## src/verilog/sd_pkg.sv

```systemverilog
/*
 * Sigma-delta demodulator shared definitions.
 * Holds the modulator clock divider, the decimation ratio, the sinc3
 * filter width and the vector types used across the data path.
 */
package sd_pkg;

    // System clock cycles per half period of the modulator clock
    localparam int CLOCK_DIV = 2;

    // Modulator bits that make up one output sample
    localparam int DECIMATION = 128;

    // Width of the bit counter inside one decimation period
    localparam int DEC_LOG2 = 7;

    // Filter order, which sets the number of integrators and comb stages
    localparam int CIC_ORDER = 3;

    // Filter word width
    // The CIC growth is DEC_LOG2 * CIC_ORDER = 21 bits plus sign, so 24 bits leave headroom
    localparam int SAMPLE_W = 24;

    // Steady output for an all-ones stream, DECIMATION to the power CIC_ORDER
    localparam int FULL_SCALE = 2 ** (DEC_LOG2 * CIC_ORDER);

    // Signed word for integrators, comb stages and output samples
    typedef logic signed [SAMPLE_W-1:0] sample_t;

    // Counts modulator bits inside one decimation period
    typedef logic [DEC_LOG2-1:0] dec_count_t;

    // Counts system cycles inside one half period of the modulator clock
    typedef logic [1:0] div_count_t;

endpackage

```

## src/verilog/sd_clock_gen.sv

```systemverilog
/*
 * Modulator clock generator.
 * Divides the system clock into the clock sent to the external modulators
 * and produces the per-bit and per-sample strobes for the filters.
 */
`timescale 1ns/1ps

module sd_clock_gen (
    input  logic clock,
    input  logic rst_n,
    output logic clock_out,
    output logic bit_strobe,
    output logic dec_strobe
);

    // Position inside the current half period of clock_out
    sd_pkg::div_count_t div_count;

    // Position inside the current decimation period, counted in modulator bits
    sd_pkg::dec_count_t dec_count;

    // High in the last system cycle of a half period, when clock_out toggles
    logic half_done;

    // True when the pending toggle takes clock_out from low to high
    logic rising;

    // True when the bit about to be taken is the last one of its window
    logic last_bit;

    assign half_done = (div_count == sd_pkg::div_count_t'(sd_pkg::CLOCK_DIV - 1));
    assign rising    = half_done && !clock_out;
    assign last_bit  = (dec_count == sd_pkg::dec_count_t'(sd_pkg::DECIMATION - 1));

    // Half period counter and the modulator clock itself
    always_ff @(posedge clock) begin
        if (!rst_n) begin
            div_count <= '0;
            clock_out <= 1'b0;
        end else if (half_done) begin
            div_count <= '0;
            clock_out <= ~clock_out;
        end else begin
            div_count <= div_count + 1'b1;
        end
    end

    // The bit strobe is registered with the low to high toggle,
    // so it is high exactly in the first cycle that clock_out is high
    // The modulators launch their bit on that edge, and by then the previous
    // bit has been stable for a whole low half period
    always_ff @(posedge clock) begin
        if (!rst_n) begin
            bit_strobe <= 1'b0;
        end else begin
            bit_strobe <= rising;
        end
    end

    // Bit counter inside the decimation window
    // It advances with every bit strobe and wraps from DECIMATION-1 to zero,
    // and the strobe at the wrap is the one that closes the window
    always_ff @(posedge clock) begin
        if (!rst_n) begin
            dec_count  <= '0;
            dec_strobe <= 1'b0;
        end else if (rising) begin
            dec_count  <= last_bit ? '0 : dec_count + 1'b1;
            dec_strobe <= last_bit;
        end else begin
            dec_strobe <= 1'b0;
        end
    end

endmodule

```

## src/verilog/sinc3_decimator.sv

```systemverilog
/*
 * Third-order sinc (CIC) decimator for one modulator bit stream.
 * Integrates the bipolar bit stream at the modulator rate and runs the
 * comb section once per decimation window, one stage per system cycle.
 */
`timescale 1ns/1ps

module sinc3_decimator (
    input  logic            clock,
    input  logic            rst_n,
    input  logic            data_in,
    input  logic            bit_strobe,
    input  logic            dec_strobe,
    output sd_pkg::sample_t data,
    output logic            valid
);

    localparam int ORDER = sd_pkg::CIC_ORDER;

    // Modulator bit mapped to plus or minus one
    sd_pkg::sample_t step;

    // Integrator registers and their values after the current bit is added
    sd_pkg::sample_t integ [ORDER];
    sd_pkg::sample_t integ_next [ORDER];

    // Comb stage delay registers, one per stage, holding the previous window
    sd_pkg::sample_t comb_dly [ORDER];

    // Comb stage result registers
    sd_pkg::sample_t comb_out [ORDER];

    // Stage enables travel down the comb one cycle per stage
    logic [ORDER-1:0] stage_en;

    // Records which comb stage holds a fresh result
    logic [ORDER-1:0] valid_pipe;

    // A one counts up and a zero counts down, so the mean is the density offset
    always_comb begin
        step = data_in ? sd_pkg::sample_t'(1) : sd_pkg::sample_t'(-1);
    end

    // Integrator chain seen through the bit about to be taken
    // Each stage adds the new value of the stage before it, so the last
    // integrator already contains the bit sampled at this strobe
    always_comb begin
        integ_next[0] = integ[0] + step;
        for (int i = 1; i < ORDER; i++) begin
            integ_next[i] = integ[i] + integ_next[i-1];
        end
    end

    // Integrators step once per modulator bit
    // Overflow wraps modulo 2^SAMPLE_W, which the comb section cancels exactly
    always_ff @(posedge clock) begin
        if (!rst_n) begin
            for (int i = 0; i < ORDER; i++) begin
                integ[i] <= '0;
            end
        end else if (bit_strobe) begin
            for (int i = 0; i < ORDER; i++) begin
                integ[i] <= integ_next[i];
            end
        end
    end

    // The first stage runs on the closing bit, every later stage one cycle after the previous
    assign stage_en = {valid_pipe[ORDER-2:0], dec_strobe};

    // Comb section at the decimated rate
    // Stage zero takes the last integrator including the closing bit,
    // and every stage subtracts the value it saw one window earlier
    always_ff @(posedge clock) begin
        if (!rst_n) begin
            for (int i = 0; i < ORDER; i++) begin
                comb_dly[i] <= '0;
                comb_out[i] <= '0;
            end
        end else begin
            if (stage_en[0]) begin
                comb_out[0] <= integ_next[ORDER-1] - comb_dly[0];
                comb_dly[0] <= integ_next[ORDER-1];
            end
            for (int i = 1; i < ORDER; i++) begin
                if (stage_en[i]) begin
                    comb_out[i] <= comb_out[i-1] - comb_dly[i];
                    comb_dly[i] <= comb_out[i-1];
                end
            end
        end
    end

    // Valid follows the window strobe through the comb stages
    always_ff @(posedge clock) begin
        if (!rst_n) begin
            valid_pipe <= '0;
        end else begin
            valid_pipe <= stage_en;
        end
    end

    // The last comb result is the sample and holds until the next window
    assign data  = comb_out[ORDER-1];
    assign valid = valid_pipe[ORDER-1];

endmodule

```

## src/verilog/sigma_delta_processor.sv

```systemverilog
/*
 * Two-channel sigma-delta demodulator top level.
 * Generates the modulator clock and feeds both bit streams through
 * their own sinc3 decimator with shared bit and window strobes.
 */
`timescale 1ns/1ps

module sigma_delta_processor (
    input  logic            clock,
    input  logic            rst_n,
    input  logic [1:0]      data_in,
    output logic            clock_out,
    output sd_pkg::sample_t data_a,
    output logic            valid_a,
    output sd_pkg::sample_t data_b,
    output logic            valid_b
);

    // Strobes shared by both channels so their samples stay aligned
    logic bit_strobe;
    logic dec_strobe;

    // Modulator clock and filter timing
    sd_clock_gen u_clock_gen (
        .clock      (clock),
        .rst_n      (rst_n),
        .clock_out  (clock_out),
        .bit_strobe (bit_strobe),
        .dec_strobe (dec_strobe)
    );

    // Channel a takes bit 0 of the modulator inputs
    sinc3_decimator u_channel_a (
        .clock      (clock),
        .rst_n      (rst_n),
        .data_in    (data_in[0]),
        .bit_strobe (bit_strobe),
        .dec_strobe (dec_strobe),
        .data       (data_a),
        .valid      (valid_a)
    );

    // Channel b takes bit 1 of the modulator inputs
    sinc3_decimator u_channel_b (
        .clock      (clock),
        .rst_n      (rst_n),
        .data_in    (data_in[1]),
        .bit_strobe (bit_strobe),
        .dec_strobe (dec_strobe),
        .data       (data_b),
        .valid      (valid_b)
    );

endmodule

```

## config.mk

```make
export PLATFORM = sky130hd
export DESIGN_NAME = sigma_delta_processor
export DESIGN_NICKNAME = d
export VERILOG_FILES = /design/src/verilog/sd_pkg.sv /design/src/verilog/sd_clock_gen.sv /design/src/verilog/sinc3_decimator.sv /design/src/verilog/sigma_delta_processor.sv
export SDC_FILE = /design/constraint.sdc
export NUM_CORES = 1
export LEC_CHECK = 0
export ABC_AREA = 1
export BUFFER_PORTS_ARGS = -buffer_cell sky130_fd_sc_hd__buf_2
export CELL_PAD_IN_SITES_DETAIL_PLACEMENT = 1
export CELL_PAD_IN_SITES_GLOBAL_PLACEMENT = 1
export CORE_ASPECT_RATIO = 1.2
export CORE_MARGIN = 4
export CORE_UTILIZATION = 50
export DETAILED_ROUTE_END_ITERATION = 10
export PLACE_DENSITY_LB_ADDON = 0.1
export SETUP_SLACK_MARGIN = 0.3
export SYNTH_ARGS = -nofsm -noshare
export SYNTH_HDL_FRONTEND = slang
export SYNTH_SLANG_ARGS = --single-unit
```

## constraint.sdc

```tcl
create_clock -name clock -period 7.6 [get_ports clock]
set_input_delay 0.38 -clock clock [delete_from_list [all_inputs] [get_ports clock]]
set_output_delay 0.38 -clock clock [all_outputs]
set_load 0.02 [all_outputs]
```

Word-level counts from Yosys, hierarchy flattened
Memories as Yosys holds them, arrays and structs flattened.
Cells that the tools add are included.
Storage, ports and cells
  output and inout port bits: 51
  memory bits (writable): 432
  register bits: 18
  bits in read-only memories: 0
  latch bits: 0
  word-level logic and storage cells: 93
  memories: 6
Operators by class
  mux-type cells: 40
  multiply operators: 0
  bitwise logic cells: 20
  equal/unequal tests: 2
  shift-type cells: 0
  divide/modulo/power cells: 0
  reductions and logical operators: 4
  magnitude comparators: 0
  add/sub/neg operators: 14
Memories
  u_channel_a.comb_dly: words 3, width 24, read ports 3, clocked after memory_dff 0, wr ports 3, line sinc3_decimator.sv:28  | sd_pkg::sample_t comb_dly [ORDER];
  u_channel_a.comb_out: words 3, width 24, read ports 3, clocked after memory_dff 0, wr ports 3, line sinc3_decimator.sv:31  | sd_pkg::sample_t comb_out [ORDER];
  u_channel_a.integ: words 3, width 24, read ports 3, clocked after memory_dff 0, wr ports 3, line sinc3_decimator.sv:24  | sd_pkg::sample_t integ [ORDER];
  u_channel_b.comb_dly: words 3, width 24, read ports 3, clocked after memory_dff 0, wr ports 3, line sinc3_decimator.sv:28
  u_channel_b.comb_out: words 3, width 24, read ports 3, clocked after memory_dff 0, wr ports 3, line sinc3_decimator.sv:31
  u_channel_b.integ: words 3, width 24, read ports 3, clocked after memory_dff 0, wr ports 3, line sinc3_decimator.sv:24
Operators by type and width (count)
  24-bit 2-to-1 mux: 20
  24-bit adder: 6
  24-bit subtractor: 6
  1-bit 2-to-1 mux: 19
  1-bit OR: 18
  7-bit by 1-bit adder with 7-bit output, second input constant: 1
  7-bit equality test, second input constant: 1
  7-bit 2-to-1 mux: 1
  2-bit by 1-bit adder with 2-bit output, second input constant: 1
  2-bit by 1-bit equality test with 1-bit output, second input constant: 1
  1-bit inverter: 2
  2-bit AND reduction: 1
  2-bit OR reduction: 1
  1-bit logical AND: 1
  1-bit zero test: 1

Longest topological paths before layout
Gate-level depths: netlist (run 1).
  depth in word-level cells: 6
  mapped depth: 39

By module
A second synthesis (run 1) with hierarchy kept.
Second synthesis, totals
  cells, all modules: 3558
  area, all modules: 30624.4 µm²
Modules (own cells, without submodules)
  sinc3_decimator at u_channel_a: cells an instance 1771, sequential area each 6546.3 µm², times used 1, area each 15147.0 µm²
  sinc3_decimator at u_channel_b: cells an instance 1726, sequential area each 6546.3 µm², times used 1, area each 14984.4 µm²
  sd_clock_gen: cells an instance 61, sequential area each 240.2 µm², times used 1, area each 493.0 µm²

Worst setup path after synthesis (run 1)
Ideal clock, no wire load.
  kind: input-to-reg
  start point: input data_in[1]
  end point: memory u_channel_b.comb_out[0][22] (netlist name) (data pin)
  arrival time: 6.003 ns
  stages on the path: 37
  setup slack: 1.451 ns
  path through: inv_1 -> ha_1 -> or2_1 -> and2_1 -> a31o_2 -> xor2_1 -> inv_1 -> ha_1 -> nand2_1 -> o221ai_1 -> nand3_1 -> nand2_1 -> nand2_1 -> nand2_1 -> a21oi_1 -> a21oi_1 -> xor2_1 -> ha_1 -> a21oi_1 -> o21ai_0 -> a21oi_1 -> inv_1 -> a31oi_2 -> o21ai_1 -> nand2_1 -> nand2_1 -> xnor2_1 -> inv_1 -> ha_1 -> nand2_1 -> nor4_1 -> nand4_1 -> nand3_1 -> nand3_1 -> nand2_1 -> o21ai_0 -> a21oi_1
RTL lines
  from (decl): line sigma_delta_processor.sv:11  | input logic [1:0] data_in,
  to (decl): line sinc3_decimator.sv:31

==> results of run 1 <==
-- sequential cells by signal, summed over array words and instances (netlist names) --
signal	count
u_clock_gen.clock_out	1
u_channel_a.comb_dly	72
u_channel_b.comb_dly	72
u_clock_gen.dec_strobe	1
u_channel_b.valid_pipe	1
u_channel_b.integ	72
u_clock_gen.dec_count	7
u_channel_b.comb_out	72
u_channel_a.comb_out	72
u_channel_a.integ	72
u_channel_a.valid_pipe	2
u_clock_gen.div_count	2
u_clock_gen.bit_strobe	1
-- repair_timing --
action / in CTS / in global routing
endpoints found under the hold margin: 0 / 0
setup buffers: 0 / 1
hold buffers: 0 / 0
resized for setup: 0 / 7
setup endpoints to repair: 0 / 2
-- cell type report --
| cell class | count | area [sq um] | share of cell area (%) |
|---|---|---|---|
| Multi-Input combinational cell | 2283 | 13900 | 42.5 |
| Clock inverter | 38 | 410 | 1.25 |
| Inverter | 658 | 2470 | 7.55 |
| Clock buffer | 56 | 1330 | 4.04 |
| Sequential cell | 447 | 13300 | 40.5 |
| Tap cell | 800 | 1000 | 3.05 |
| Timing Repair Buffer | 66 | 360 | 1.10 |
-- worst max path at each step --
stage                                  from                          end  depth (start not counted)
detailed placement               data_in[0]  u_channel_a.comb_out[0][23]                         39
finish              u_channel_a.integ[0][4]  u_channel_a.comb_out[0][23]                         37
floorplan                        data_in[1]  u_channel_b.comb_out[0][22]                         37
global placement                 data_in[0]  u_channel_a.comb_out[0][23]                         39
CTS                 u_channel_a.integ[0][0]  u_channel_a.comb_out[0][23]                         33
global route        u_channel_a.integ[0][3]  u_channel_a.comb_out[0][23]                         33
-- synth_stat cells (16+ instances only) --
| master | instances | share of area, % |
|---|---|---|
| sky130_fd_sc_hd__a21o_1 | 25 | 0.62 |
| sky130_fd_sc_hd__a21oi_1 | 382 | 6.3 |
| sky130_fd_sc_hd__a31oi_1 | 20 | 0.41 |
| sky130_fd_sc_hd__buf_4 | 50 | 1.2 |
| sky130_fd_sc_hd__clkbuf_1 | 40 | 0.50 |
| sky130_fd_sc_hd__edfxtp_1 | 432 | 43 |
| sky130_fd_sc_hd__ha_1 | 279 | 12 |
| sky130_fd_sc_hd__inv_1 | 657 | 8.2 |
| sky130_fd_sc_hd__nand2_1 | 526 | 6.5 |
| sky130_fd_sc_hd__nand2_2 | 18 | 0.37 |
| sky130_fd_sc_hd__nand3_1 | 86 | 1.4 |
| sky130_fd_sc_hd__nand4_1 | 26 | 0.54 |
| sky130_fd_sc_hd__nor2_1 | 334 | 4.2 |
| sky130_fd_sc_hd__nor3_1 | 26 | 0.43 |
| sky130_fd_sc_hd__o21a_1 | 43 | 1.1 |
| sky130_fd_sc_hd__o21ai_0 | 179 | 3.0 |
| sky130_fd_sc_hd__o21ai_1 | 29 | 0.48 |
| sky130_fd_sc_hd__o21bai_1 | 16 | 0.40 |
| sky130_fd_sc_hd__or2_2 | 21 | 0.44 |
| sky130_fd_sc_hd__xnor2_1 | 32 | 0.93 |
| sky130_fd_sc_hd__xor2_1 | 94 | 2.7 |
-- worst min-delay path: stages --
cell and delay [ps]:
sky130_fd_sc_hd__buf_2 220, sky130_fd_sc_hd__nand2_1 100, sky130_fd_sc_hd__inv_1 50
-- routing by layer --
metal | vias to the layer above | global-route usage [%] | routed length (um)
met5 | - | 0 | 0
met4 | 0 | 6.53 | 2060
met3 | 133 | 2.77 | 1930
met2 | 288 | 42.2 | 37400
met1 | 11400 | 27.2 | 31400
li1 | 11700 | - | -
-- power breakdown --
group | leakage [nW] | switching, mW | internal, mW
combinational | 10.4 | 4.04 | 1.97
sequential | 4.59 | 0.0615 | 2.86
clock | 0.833 | 1.03 | 1.53
total | 15.8 | 5.13 | 6.35
-- logic make-up after synthesis --
kind of cell | count (synthesis) | share of synthesized area [%]
AND/OR/NAND/NOR | 1084 | 15.1
AO/OA/AOI/OAI | 782 | 14.9
buffers and inverters | 755 | 10.0
flip-flops | 447 | 44.0
adder cells (fa/ha/maj) | 291 | 12.4
XOR/XNOR | 126 | 3.66
-- stage by stage --
stage               setup WS, ps  cells
floorplan                   1450   3485
global placement             513   4253
detailed placement           154   4253
CTS                          595   4347
global route                 237   4348
finish                       915   4348
==> impl_metrics.xml, run 1 <==
<?xml version="1.0" encoding="UTF-8"?>
<metrics>
  <group name="outcome">
    <metric name="status" unit="">completed</metric>
  </group>
  <group name="setup_path">
    <metric name="critical_path_required" unit="ps">7930</metric>
    <metric name="cp_slowest_stage_delay" unit="ps">400</metric>
    <metric name="crit_arrival" unit="ps">7020</metric>
    <metric name="ff2ff_setup_slack" unit="ps">920</metric>
    <metric name="worstPathBufferInverterCount" unit="">4</metric>
    <metric name="regToRegEndpoint" unit="">u_channel_a.comb_out[0][23]</metric>
    <metric name="regToRegStartpoint" unit="">u_channel_a.integ[0][4]</metric>
    <metric name="timing_worst_setup_path_type" unit="">register to register</metric>
    <metric name="critical-path-slowest-cell" unit="">sky130_fd_sc_hd__edfxtp_1</metric>
    <metric name="crit_path_frequent_cell" unit="">sky130_fd_sc_hd__nand2_1</metric>
    <metric name="cp_max_fo" unit="">5</metric>
    <metric name="worst_setup_path_start_kind" unit="">register</metric>
    <metric name="r2r_cells" unit="">37</metric>
    <metric name="critical_path.top_delay_family" unit="">simple AND/OR/NAND/NOR gates</metric>
    <metric name="worst_setup_path_end_kind" unit="">register</metric>
  </group>
  <group name="clock_tree">
    <metric name="clk_pin_slew" unit="ps">60</metric>
    <metric name="tritoncts_clock_tree" unit="">done</metric>
    <metric name="cts_buffers" unit="">51</metric>
    <metric name="number_of_levels_the_h_tree_was_split_into" unit="">2</metric>
    <metric name="root_buffer" unit="">sky130_fd_sc_hd__clkbuf_16</metric>
    <metric name="ctsLongestPathBuffers" unit="">3</metric>
    <metric name="clock-sinks" unit="">447</metric>
    <metric name="clk-insertion-delay-late" unit="ps">580</metric>
  </group>
  <group name="drt">
    <metric name="vias" unit="">23400</metric>
    <metric name="drc" unit="">0</metric>
    <metric name="drt_pass1_iterations" unit="">4</metric>
    <metric name="drt_iter0_drc" unit="">942</metric>
    <metric name="wire_per_inst" unit="um">16.7</metric>
    <metric name="drt-vias-per-instance" unit="">5.39</metric>
    <metric name="wirelength" unit="um">72700</metric>
    <metric name="antenna_left" unit="">0</metric>
  </group>
  <group name="sta">
    <metric name="timing.hold.ws" unit="ps">234</metric>
    <metric name="worst_pin_slew" unit="ps">1150</metric>
    <metric name="timing.max_slew.rel_slack" unit="%">23.3</metric>
    <metric name="clock_skew" unit="ps">13.6</metric>
    <metric name="final.period_utilization" unit="%">88.0</metric>
    <metric name="slew_violations" unit="">0</metric>
    <metric name="min_period" unit="ps">6680</metric>
    <metric name="setup-tns-final" unit="ps">0</metric>
    <metric name="fmax" unit="GHz">0.150</metric>
    <metric name="grt_setup_unrepaired" unit="">true</metric>
    <metric name="report.final.setup_viol" unit="">0</metric>
    <metric name="finalHoldViolations" unit="">0</metric>
  </group>
  <group name="logic_synthesis">
    <metric name="ys_ff_latch" unit="">447</metric>
    <metric name="synthesis.area" unit="sq um">30200</metric>
    <metric name="ys_types" unit="">57</metric>
    <metric name="syn_nets" unit="">3780</metric>
    <metric name="synth-warning-count" unit="">0</metric>
    <metric name="synth-async-reset-ratio" unit="%">0</metric>
    <metric name="synth_ff_type" unit="">sky130_fd_sc_hd__edfxtp_1</metric>
    <metric name="synth_sequential_area_ratio" unit="%">44.0</metric>
    <metric name="postSynthCellCount" unit="">3485</metric>
    <metric name="post_synth.cell_area_avg" unit="sq um">8.66</metric>
    <metric name="count_of_flip_flops_with_a_built_in_enable_after_synthesis" unit="">432</metric>
  </group>
  <group name="placement">
    <metric name="gpl.final_weighted_congestion" unit="">0.893</metric>
    <metric name="dp.final_hpwl" unit="um">54200</metric>
    <metric name="port-buffer-count" unit="">54</metric>
    <metric name="place_area" unit="sq um">31000</metric>
  </group>
  <group name="floorplan">
    <metric name="num_rows" unit="">98</metric>
    <metric name="io-pin-count" unit="">55</metric>
    <metric name="chipWidth" unit="um">232</metric>
    <metric name="floorplan.initialDensity" unit="%">50.5</metric>
    <metric name="die-area" unit="sq um">64300</metric>
    <metric name="floorplan.die.height" unit="um">277</metric>
    <metric name="core" unit="sq um">59700</metric>
  </group>
  <group name="finish">
    <metric name="layout.core_utilization" unit="%">54.9</metric>
    <metric name="flow.area_growth_from_synthesis" unit="%">8.65</metric>
    <metric name="filler_cell_count" unit="">7069</metric>
    <metric name="layout_common_cells" unit="">sky130_fd_sc_hd__inv_1 (656), sky130_fd_sc_hd__nand2_1 (523), sky130_fd_sc_hd__edfxtp_1 (432)</metric>
    <metric name="mostFrequentLayoutCell" unit="">sky130_fd_sc_hd__inv_1</metric>
    <metric name="num_antenna_cells" unit="">0</metric>
    <metric name="layout.nets" unit="">3802</metric>
    <metric name="drive_gt1_share" unit="%">7.53</metric>
    <metric name="finalInstanceArea" unit="sq um">32800</metric>
  </group>
  <group name="worst_hold_path">
    <metric name="holdPathEnd" unit="">u_channel_b.valid_pipe[2]</metric>
    <metric name="hp-class" unit="">input pin to register</metric>
    <metric name="hp-start" unit="">rst_n</metric>
    <metric name="min_path_cells" unit="">3</metric>
  </group>
  <group name="power">
    <metric name="totalPowerFinal" unit="mW">11.5</metric>
    <metric name="worst_ir_drop_vdd" unit="V">0.000200</metric>
    <metric name="power_per_cell_area" unit="nW/um^2">350</metric>
    <metric name="p_leak" unit="nW">15.8</metric>
  </group>
  <group name="grt">
    <metric name="grt_pass1_vias" unit="">25400</metric>
    <metric name="grt_pass1_wl" unit="um">122000</metric>
    <metric name="pin_count_of_the_biggest_net_entering_global_routing" unit="">117</metric>
    <metric name="grt-ovfl-total" unit="">0</metric>
    <metric name="initial_antenna_violation_count" unit="">0</metric>
    <metric name="global_route.usage.total" unit="%">22.6</metric>
  </group>
  <group name="job">
    <metric name="max_cap_viol_count" unit="">0</metric>
  </group>
</metrics>
No activity file was read; power rests on OpenSTA's default activity.
==> run 2: changes to the inputs <==
- CORE_ASPECT_RATIO: 1.2 -> 0.9
==> run 2 against run 1 <==
Effect of this change: via count shrank 0.54%; combinational power up 2%; routed wire length grew 2.6%; critical path depth fell by 4; power rose by 1.2%; maximum frequency shrank 0.91%; register-to-register slack worse by 60 ps; global-route usage rose by 0.53 points; design area is 0.18% lower; worst setup slack lost 61 ps.
==> impl_metrics.xml, run 2 (synthesis results as in run 1) <==
<?xml version="1.0" encoding="UTF-8"?>
<metrics>
  <group name="drt">
    <metric name="wirelength" unit="um">74600</metric>
    <metric name="vias" unit="">23300</metric>
    <metric name="antenna_left" unit="">0</metric>
    <metric name="wire_per_inst" unit="um">17.2</metric>
    <metric name="drt_iter0_drc" unit="">1025</metric>
    <metric name="drt_pass1_iterations" unit="">5</metric>
    <metric name="drc" unit="">0</metric>
    <metric name="drt-vias-per-instance" unit="">5.38</metric>
  </group>
  <group name="grt">
    <metric name="initial_antenna_violation_count" unit="">0</metric>
    <metric name="global_route.usage.total" unit="%">23.2</metric>
    <metric name="grtUsageMet1" unit="%">29.8</metric>
    <metric name="met2_track_demand_over_resource_in_global_routing" unit="%">41.7</metric>
    <metric name="grt-ovfl-total" unit="">0</metric>
    <metric name="pin_count_of_the_biggest_net_entering_global_routing" unit="">106</metric>
    <metric name="grt_pass1_wl" unit="um">123000</metric>
    <metric name="global_route.usage.met3" unit="%">2.50</metric>
    <metric name="grt_pass1_vias" unit="">25000</metric>
    <metric name="grt.busiest_layer" unit="">met2</metric>
  </group>
  <group name="clock_tree">
    <metric name="ctsLongestPathBuffers" unit="">3</metric>
    <metric name="clk-insertion-delay-late" unit="ps">600</metric>
    <metric name="root_buffer" unit="">sky130_fd_sc_hd__clkbuf_16</metric>
    <metric name="tritoncts_clock_tree" unit="">done</metric>
    <metric name="number_of_levels_the_h_tree_was_split_into" unit="">2</metric>
    <metric name="clk_pin_slew" unit="ps">60</metric>
    <metric name="cts_buffers" unit="">51</metric>
    <metric name="cts_hold_repair.buffers" unit="">0</metric>
    <metric name="clock-sinks" unit="">447</metric>
  </group>
  <group name="sta">
    <metric name="min_period" unit="ps">6750</metric>
    <metric name="timing.max_slew.rel_slack" unit="%">25.0</metric>
    <metric name="finalHoldViolations" unit="">0</metric>
    <metric name="slew_violations" unit="">0</metric>
    <metric name="final.period_utilization" unit="%">88.8</metric>
    <metric name="worst_pin_slew" unit="ps">1120</metric>
    <metric name="timing.hold.ws" unit="ps">186</metric>
    <metric name="clock_skew" unit="ps">9.78</metric>
    <metric name="setup-tns-final" unit="ps">0</metric>
    <metric name="fmax" unit="GHz">0.148</metric>
    <metric name="report.final.setup_viol" unit="">0</metric>
    <metric name="grt_setup_unrepaired" unit="">false</metric>
  </group>
  <group name="power">
    <metric name="internal_power" unit="mW">6.35</metric>
    <metric name="worst_ir_drop_vdd" unit="V">0.000221</metric>
    <metric name="p_switching" unit="mW">5.28</metric>
    <metric name="totalPowerFinal" unit="mW">11.6</metric>
    <metric name="seqPwrFrac" unit="%">25.1</metric>
    <metric name="netSwitchingFraction" unit="%">45.4</metric>
    <metric name="power_per_cell_area" unit="nW/um^2">355</metric>
    <metric name="power.share.combinational" unit="%">53.0</metric>
    <metric name="p_leak" unit="nW">15.8</metric>
    <metric name="power.clock.fraction" unit="%">21.9</metric>
  </group>
  <group name="floorplan">
    <metric name="num_rows" unit="">85</metric>
    <metric name="floorplan.initialDensity" unit="%">50.5</metric>
    <metric name="core" unit="sq um">59800</metric>
    <metric name="io-pin-count" unit="">55</metric>
    <metric name="chipWidth" unit="um">267</metric>
    <metric name="floorplan.die.height" unit="um">241</metric>
    <metric name="die-area" unit="sq um">64300</metric>
  </group>
  <group name="finish">
    <metric name="finalInstanceArea" unit="sq um">32700</metric>
    <metric name="mostFrequentLayoutCell" unit="">sky130_fd_sc_hd__inv_1</metric>
    <metric name="filler_cell_count" unit="">7043</metric>
    <metric name="layout.core_utilization" unit="%">54.7</metric>
    <metric name="flow.area_growth_from_synthesis" unit="%">8.46</metric>
    <metric name="multiInputGateArea" unit="sq um">13900</metric>
    <metric name="layout.nets" unit="">3803</metric>
    <metric name="num_antenna_cells" unit="">0</metric>
    <metric name="drive_gt1_share" unit="%">7.24</metric>
    <metric name="final-seq-area" unit="sq um">13300</metric>
    <metric name="layout_common_cells" unit="">sky130_fd_sc_hd__inv_1 (656), sky130_fd_sc_hd__nand2_1 (523), sky130_fd_sc_hd__edfxtp_1 (432)</metric>
  </group>
  <group name="placement">
    <metric name="gpl.final_weighted_congestion" unit="">0.893</metric>
    <metric name="dp.final_hpwl" unit="um">56100</metric>
    <metric name="port-buffer-count" unit="">54</metric>
    <metric name="place_area" unit="sq um">31000</metric>
  </group>
  <group name="setup_path">
    <metric name="cp_slowest_stage_delay" unit="ps">410</metric>
    <metric name="worst_setup_path_end_kind" unit="">register</metric>
    <metric name="critical_path.top_delay_family" unit="">compound AO/OA/AOI/OAI gates</metric>
    <metric name="timing_worst_setup_path_type" unit="">register to register</metric>
    <metric name="cp_max_fo" unit="">6</metric>
    <metric name="critical-path-slowest-cell" unit="">sky130_fd_sc_hd__a2111oi_0</metric>
    <metric name="worst_setup_path_start_kind" unit="">register</metric>
    <metric name="worstPathBufferInverterCount" unit="">2</metric>
    <metric name="critical_path_required" unit="ps">7940</metric>
    <metric name="crit_arrival" unit="ps">7080</metric>
  </group>
  <group name="job">
    <metric name="max_cap_viol_count" unit="">0</metric>
  </group>
  <group name="worst_hold_path">
    <metric name="hp-class" unit="">input pin to register</metric>
  </group>
  <group name="outcome">
    <metric name="status" unit="">completed</metric>
  </group>
</metrics>
run 2: cell count changes in the layout (fill, tap and decap cells not counted), sizes merged:
cell | before | now
clkinvlp | 8 | 1
clkbuf | 56 | 62
clkinv | 20 | 22
buf | 66 | 67
inv | 660 | 659
run 2: metrics by stage:
stage	setup slack, ps	std cells
2_1_floorplan	1450	3485
3_3_place_gp	630	4236
3_5_place_dp	429	4236
4_1_cts	710	4330
5_1_grt	283	4332
6_report	854	4332
run 2: timing repair:
| item | in CTS | in global routing |
|---|---|---|
| setup endpoints to repair | 0 | 4 |
| hold endpoints to repair | 0 | 0 |
| buffers inserted | 0 | 2 |
| resized for setup | 0 | 7 |
run 2: area by class of cell:
| type | instances | area share, % |
|---|---|---|
| clock inverter | 32 | 1.11 |
| multi-input combinational | 2283 | 42.6 |
| tap | 783 | 2.99 |
| timing repair buffer | 67 | 1.12 |
| sequential | 447 | 40.6 |
| clock buffer | 62 | 4.09 |
| inverter | 658 | 7.56 |
run 2: power by group through the flow:
stage	clock [mW]	combinational (mW)	sequential, mW
3_5_place_dp	0	6.06	2.97
2_1_floorplan	0	4.47	2.95
5_1_grt	2.71	6.94	2.93
6_report	2.54	6.16	2.92
4_1_cts	2.62	6.12	2.92
3_3_place_gp	0	5.80	2.96
run 2: worst paths after layout:
check                                 from                          end  cells after the start  slack [ps]
setup / recovery   u_channel_a.integ[0][3]  u_channel_a.comb_out[0][22]                     33         850
hold / removal                       rst_n    u_channel_b.valid_pipe[2]                      3         190
setup reg to reg   u_channel_a.integ[0][3]  u_channel_a.comb_out[0][22]                     33         850
hold reg to reg   u_clock_gen.div_count[0]     u_clock_gen.div_count[0]                      1         420
run 2: per-layer routing:
metal / share of wire [%] / vias up
met5: 0 / -
met3: 2.2 / 122
li1: - / 11700
met1: 46 / 11300
met2: 49 / 245
met4: 2.4 / 0
run 2: worst min-delay path, cell delays in order:
cell                      delay [ps]
sky130_fd_sc_hd__buf_2           210
sky130_fd_sc_hd__nand2_1          90
sky130_fd_sc_hd__inv_1            50
==> run 3: changes to the inputs <==
- PLACE_DENSITY: not set -> 0.83
- PLACE_DENSITY_LB_ADDON: 0.1 -> not set
==> run 3 against run 2 <==
Effect of this change: first-iteration DRC count grew 35%; critical endpoint is now u_channel_b.comb_out[0][23]; worst setup slack gained 3.5 ps; routed wire length grew 3.5%; highest routed layer unchanged; sequential power is essentially flat; design area grew 0.21%; via count grew 1.7%; largest cell class unchanged; sequential share of layout area shrank 0.085 points; die area is the same.
==> impl_metrics.xml, run 3 (synthesis results as in run 1) <==
<?xml version="1.0" encoding="UTF-8"?>
<metrics>
  <group name="setup_path">
    <metric name="regToRegStartpoint" unit="">u_channel_b.integ[0][2]</metric>
    <metric name="crit_path_frequent_cell" unit="">sky130_fd_sc_hd__nand2_1</metric>
    <metric name="regToRegEndpoint" unit="">u_channel_b.comb_out[0][23]</metric>
    <metric name="worst_setup_path_end_kind" unit="">register</metric>
    <metric name="worst_setup_path_start_kind" unit="">register</metric>
    <metric name="timing_worst_setup_path_type" unit="">register to register</metric>
    <metric name="ff2ff_setup_slack" unit="ps">860</metric>
    <metric name="r2r_cells" unit="">35</metric>
    <metric name="critical_path_required" unit="ps">7980</metric>
    <metric name="cp_max_fo" unit="">5</metric>
    <metric name="crit_arrival" unit="ps">7120</metric>
    <metric name="cp_slowest_stage_delay" unit="ps">440</metric>
    <metric name="critical-path-slowest-cell" unit="">sky130_fd_sc_hd__nor4_1</metric>
  </group>
  <group name="sta">
    <metric name="worst_pin_slew" unit="ps">931</metric>
    <metric name="slew_violations" unit="">0</metric>
    <metric name="final.period_utilization" unit="%">88.7</metric>
    <metric name="grt_setup_unrepaired" unit="">false</metric>
    <metric name="clock_skew" unit="ps">32.3</metric>
    <metric name="report.final.setup_viol" unit="">0</metric>
    <metric name="timing.max_slew.rel_slack" unit="%">38.0</metric>
    <metric name="setup-tns-final" unit="ps">0</metric>
    <metric name="min_period" unit="ps">6740</metric>
    <metric name="fmax" unit="GHz">0.148</metric>
    <metric name="finalHoldViolations" unit="">0</metric>
  </group>
  <group name="clock_tree">
    <metric name="tritoncts_clock_tree" unit="">done</metric>
    <metric name="clk_pin_slew" unit="ps">60</metric>
    <metric name="ctsLongestPathBuffers" unit="">3</metric>
    <metric name="root_buffer" unit="">sky130_fd_sc_hd__clkbuf_16</metric>
    <metric name="clk-insertion-delay-late" unit="ps">630</metric>
    <metric name="cts_post_setup_buffers_inserted" unit="">0</metric>
    <metric name="clock-sinks" unit="">447</metric>
    <metric name="number_of_levels_the_h_tree_was_split_into" unit="">2</metric>
    <metric name="cts_buffers" unit="">50</metric>
  </group>
  <group name="outcome">
    <metric name="status" unit="">completed</metric>
  </group>
  <group name="grt">
    <metric name="grt.busiest_layer" unit="">met2</metric>
    <metric name="grt-ovfl-total" unit="">0</metric>
    <metric name="pin_count_of_the_biggest_net_entering_global_routing" unit="">138</metric>
    <metric name="grtUsageMet1" unit="%">30.7</metric>
    <metric name="initial_antenna_violation_count" unit="">0</metric>
    <metric name="grt_pass1_wl" unit="um">127000</metric>
    <metric name="global_route.usage.total" unit="%">23.8</metric>
    <metric name="grt_pass1_vias" unit="">25500</metric>
    <metric name="met2_track_demand_over_resource_in_global_routing" unit="%">42.7</metric>
    <metric name="global_route.usage.met3" unit="%">2.81</metric>
  </group>
  <group name="floorplan">
    <metric name="floorplan.initialDensity" unit="%">50.5</metric>
    <metric name="num_rows" unit="">85</metric>
    <metric name="floorplan.die.height" unit="um">241</metric>
    <metric name="io-pin-count" unit="">55</metric>
    <metric name="core" unit="sq um">59800</metric>
    <metric name="die-area" unit="sq um">64300</metric>
    <metric name="chipWidth" unit="um">267</metric>
  </group>
  <group name="worst_hold_path">
    <metric name="hp-class" unit="">input pin to register</metric>
    <metric name="hp-start" unit="">rst_n</metric>
    <metric name="holdPathEnd" unit="">u_clock_gen.div_count[0]</metric>
    <metric name="min_path_cells" unit="">3</metric>
  </group>
  <group name="finish">
    <metric name="drive_gt1_share" unit="%">7.28</metric>
    <metric name="mostFrequentLayoutCell" unit="">sky130_fd_sc_hd__inv_1</metric>
    <metric name="filler_cell_count" unit="">7036</metric>
    <metric name="layout.core_utilization" unit="%">54.9</metric>
    <metric name="num_antenna_cells" unit="">0</metric>
    <metric name="layout_common_cells" unit="">sky130_fd_sc_hd__inv_1 (656), sky130_fd_sc_hd__nand2_1 (523), sky130_fd_sc_hd__edfxtp_1 (432)</metric>
    <metric name="final-seq-area" unit="sq um">13300</metric>
    <metric name="flow.area_growth_from_synthesis" unit="%">8.69</metric>
    <metric name="layout.nets" unit="">3800</metric>
    <metric name="multiInputGateArea" unit="sq um">13900</metric>
  </group>
  <group name="drt">
    <metric name="drt-vias-per-instance" unit="">5.48</metric>
    <metric name="drc" unit="">0</metric>
    <metric name="drt_iter0_drc" unit="">1388</metric>
    <metric name="antenna_left" unit="">0</metric>
    <metric name="wirelength" unit="um">77200</metric>
    <metric name="wire_per_inst" unit="um">17.8</metric>
    <metric name="drt_pass1_iterations" unit="">5</metric>
    <metric name="vias" unit="">23700</metric>
  </group>
  <group name="power">
    <metric name="p_leak" unit="nW">15.8</metric>
    <metric name="worst_ir_drop_vdd" unit="V">0.000184</metric>
    <metric name="power_per_cell_area" unit="nW/um^2">357</metric>
  </group>
  <group name="placement">
    <metric name="gpl.final_weighted_congestion" unit="">0.958</metric>
    <metric name="port-buffer-count" unit="">54</metric>
    <metric name="dp.final_hpwl" unit="um">56800</metric>
  </group>
  <group name="job">
    <metric name="max_cap_viol_count" unit="">0</metric>
  </group>
</metrics>
[run 3: changes by cell type in the layout (fill, tap and decap cells not counted), moves of 2 or more]
cell,delta
sky130_fd_sc_hd__clkinv_1,-7
sky130_fd_sc_hd__clkbuf_16,-2
sky130_fd_sc_hd__buf_4,-2
sky130_fd_sc_hd__clkbuf_8,+8
[run 3: area by class of cell]
type                            instances  area share, %
Timing Repair Buffer                   65           1.08
Sequential cell                       447           40.5
Clock buffer                           67           4.25
Tap cell                              783           2.99
Inverter                              658           7.54
Multi-Input combinational cell       2283           42.5
Clock inverter                         26           1.21
[run 3: how the worst max path moves through the flow]
stage,to,slack [ps],start
final,u_channel_b.comb_out[0][23],860,u_channel_b.integ[0][2]
after global routing,u_channel_a.comb_out[0][23],320,u_channel_a.integ[0][0]
after CTS,u_channel_a.comb_out[0][22],830,u_channel_a.integ[0][0]
after detailed placement,u_channel_b.comb_out[0][23],380,data_in[1]
after global placement,u_channel_b.comb_out[0][23],690,data_in[1]
after floorplan,u_channel_b.comb_out[0][22],1450,data_in[1]
[run 3: metrics by stage]
step	cells	total power, mW	instance area (sq um)	hold WS, ps	worst slack (ps)
after floorplan	3485	7.43	30200	397	1450
after global placement	4236	8.59	31000	404	694
after detailed placement	4236	8.96	31000	425	378
after CTS	4329	11.7	32800	200	832
after global routing	4329	12.6	32800	257	324
final	4329	11.7	32800	229	858
[run 3: worst max-delay path, delay by kind of cell (launching register included)]
kind | cells | cell delay (ps)
flip-flops | 1 | 370
AND/OR/NAND/NOR | 16 | 2240
XOR/XNOR | 3 | 750
adder cells (fa/ha/maj) | 4 | 1390
buffers and inverters | 3 | 250
AO/OA/AOI/OAI | 9 | 1510
[run 3: where the power goes]
part | switching, mW | internal [mW]
clock network | 1.05 | 1.60
logic | 4.18 | 1.96
registers | 0.0660 | 2.86
[run 3: what timing repair did]
action | in CTS | in global routing
gates resized for setup | 0 | 2
setup endpoints to repair | 0 | 3
hold buffers | 0 | 0
[run 3: routing by layer]
metal | share of wire [%] | vias up
li1 | - | 11700
met1 | 46 | 11600
met2 | 49 | 361
met3 | 2.9 | 133
met4 | 2.5 | 0
met5 | 0 | -
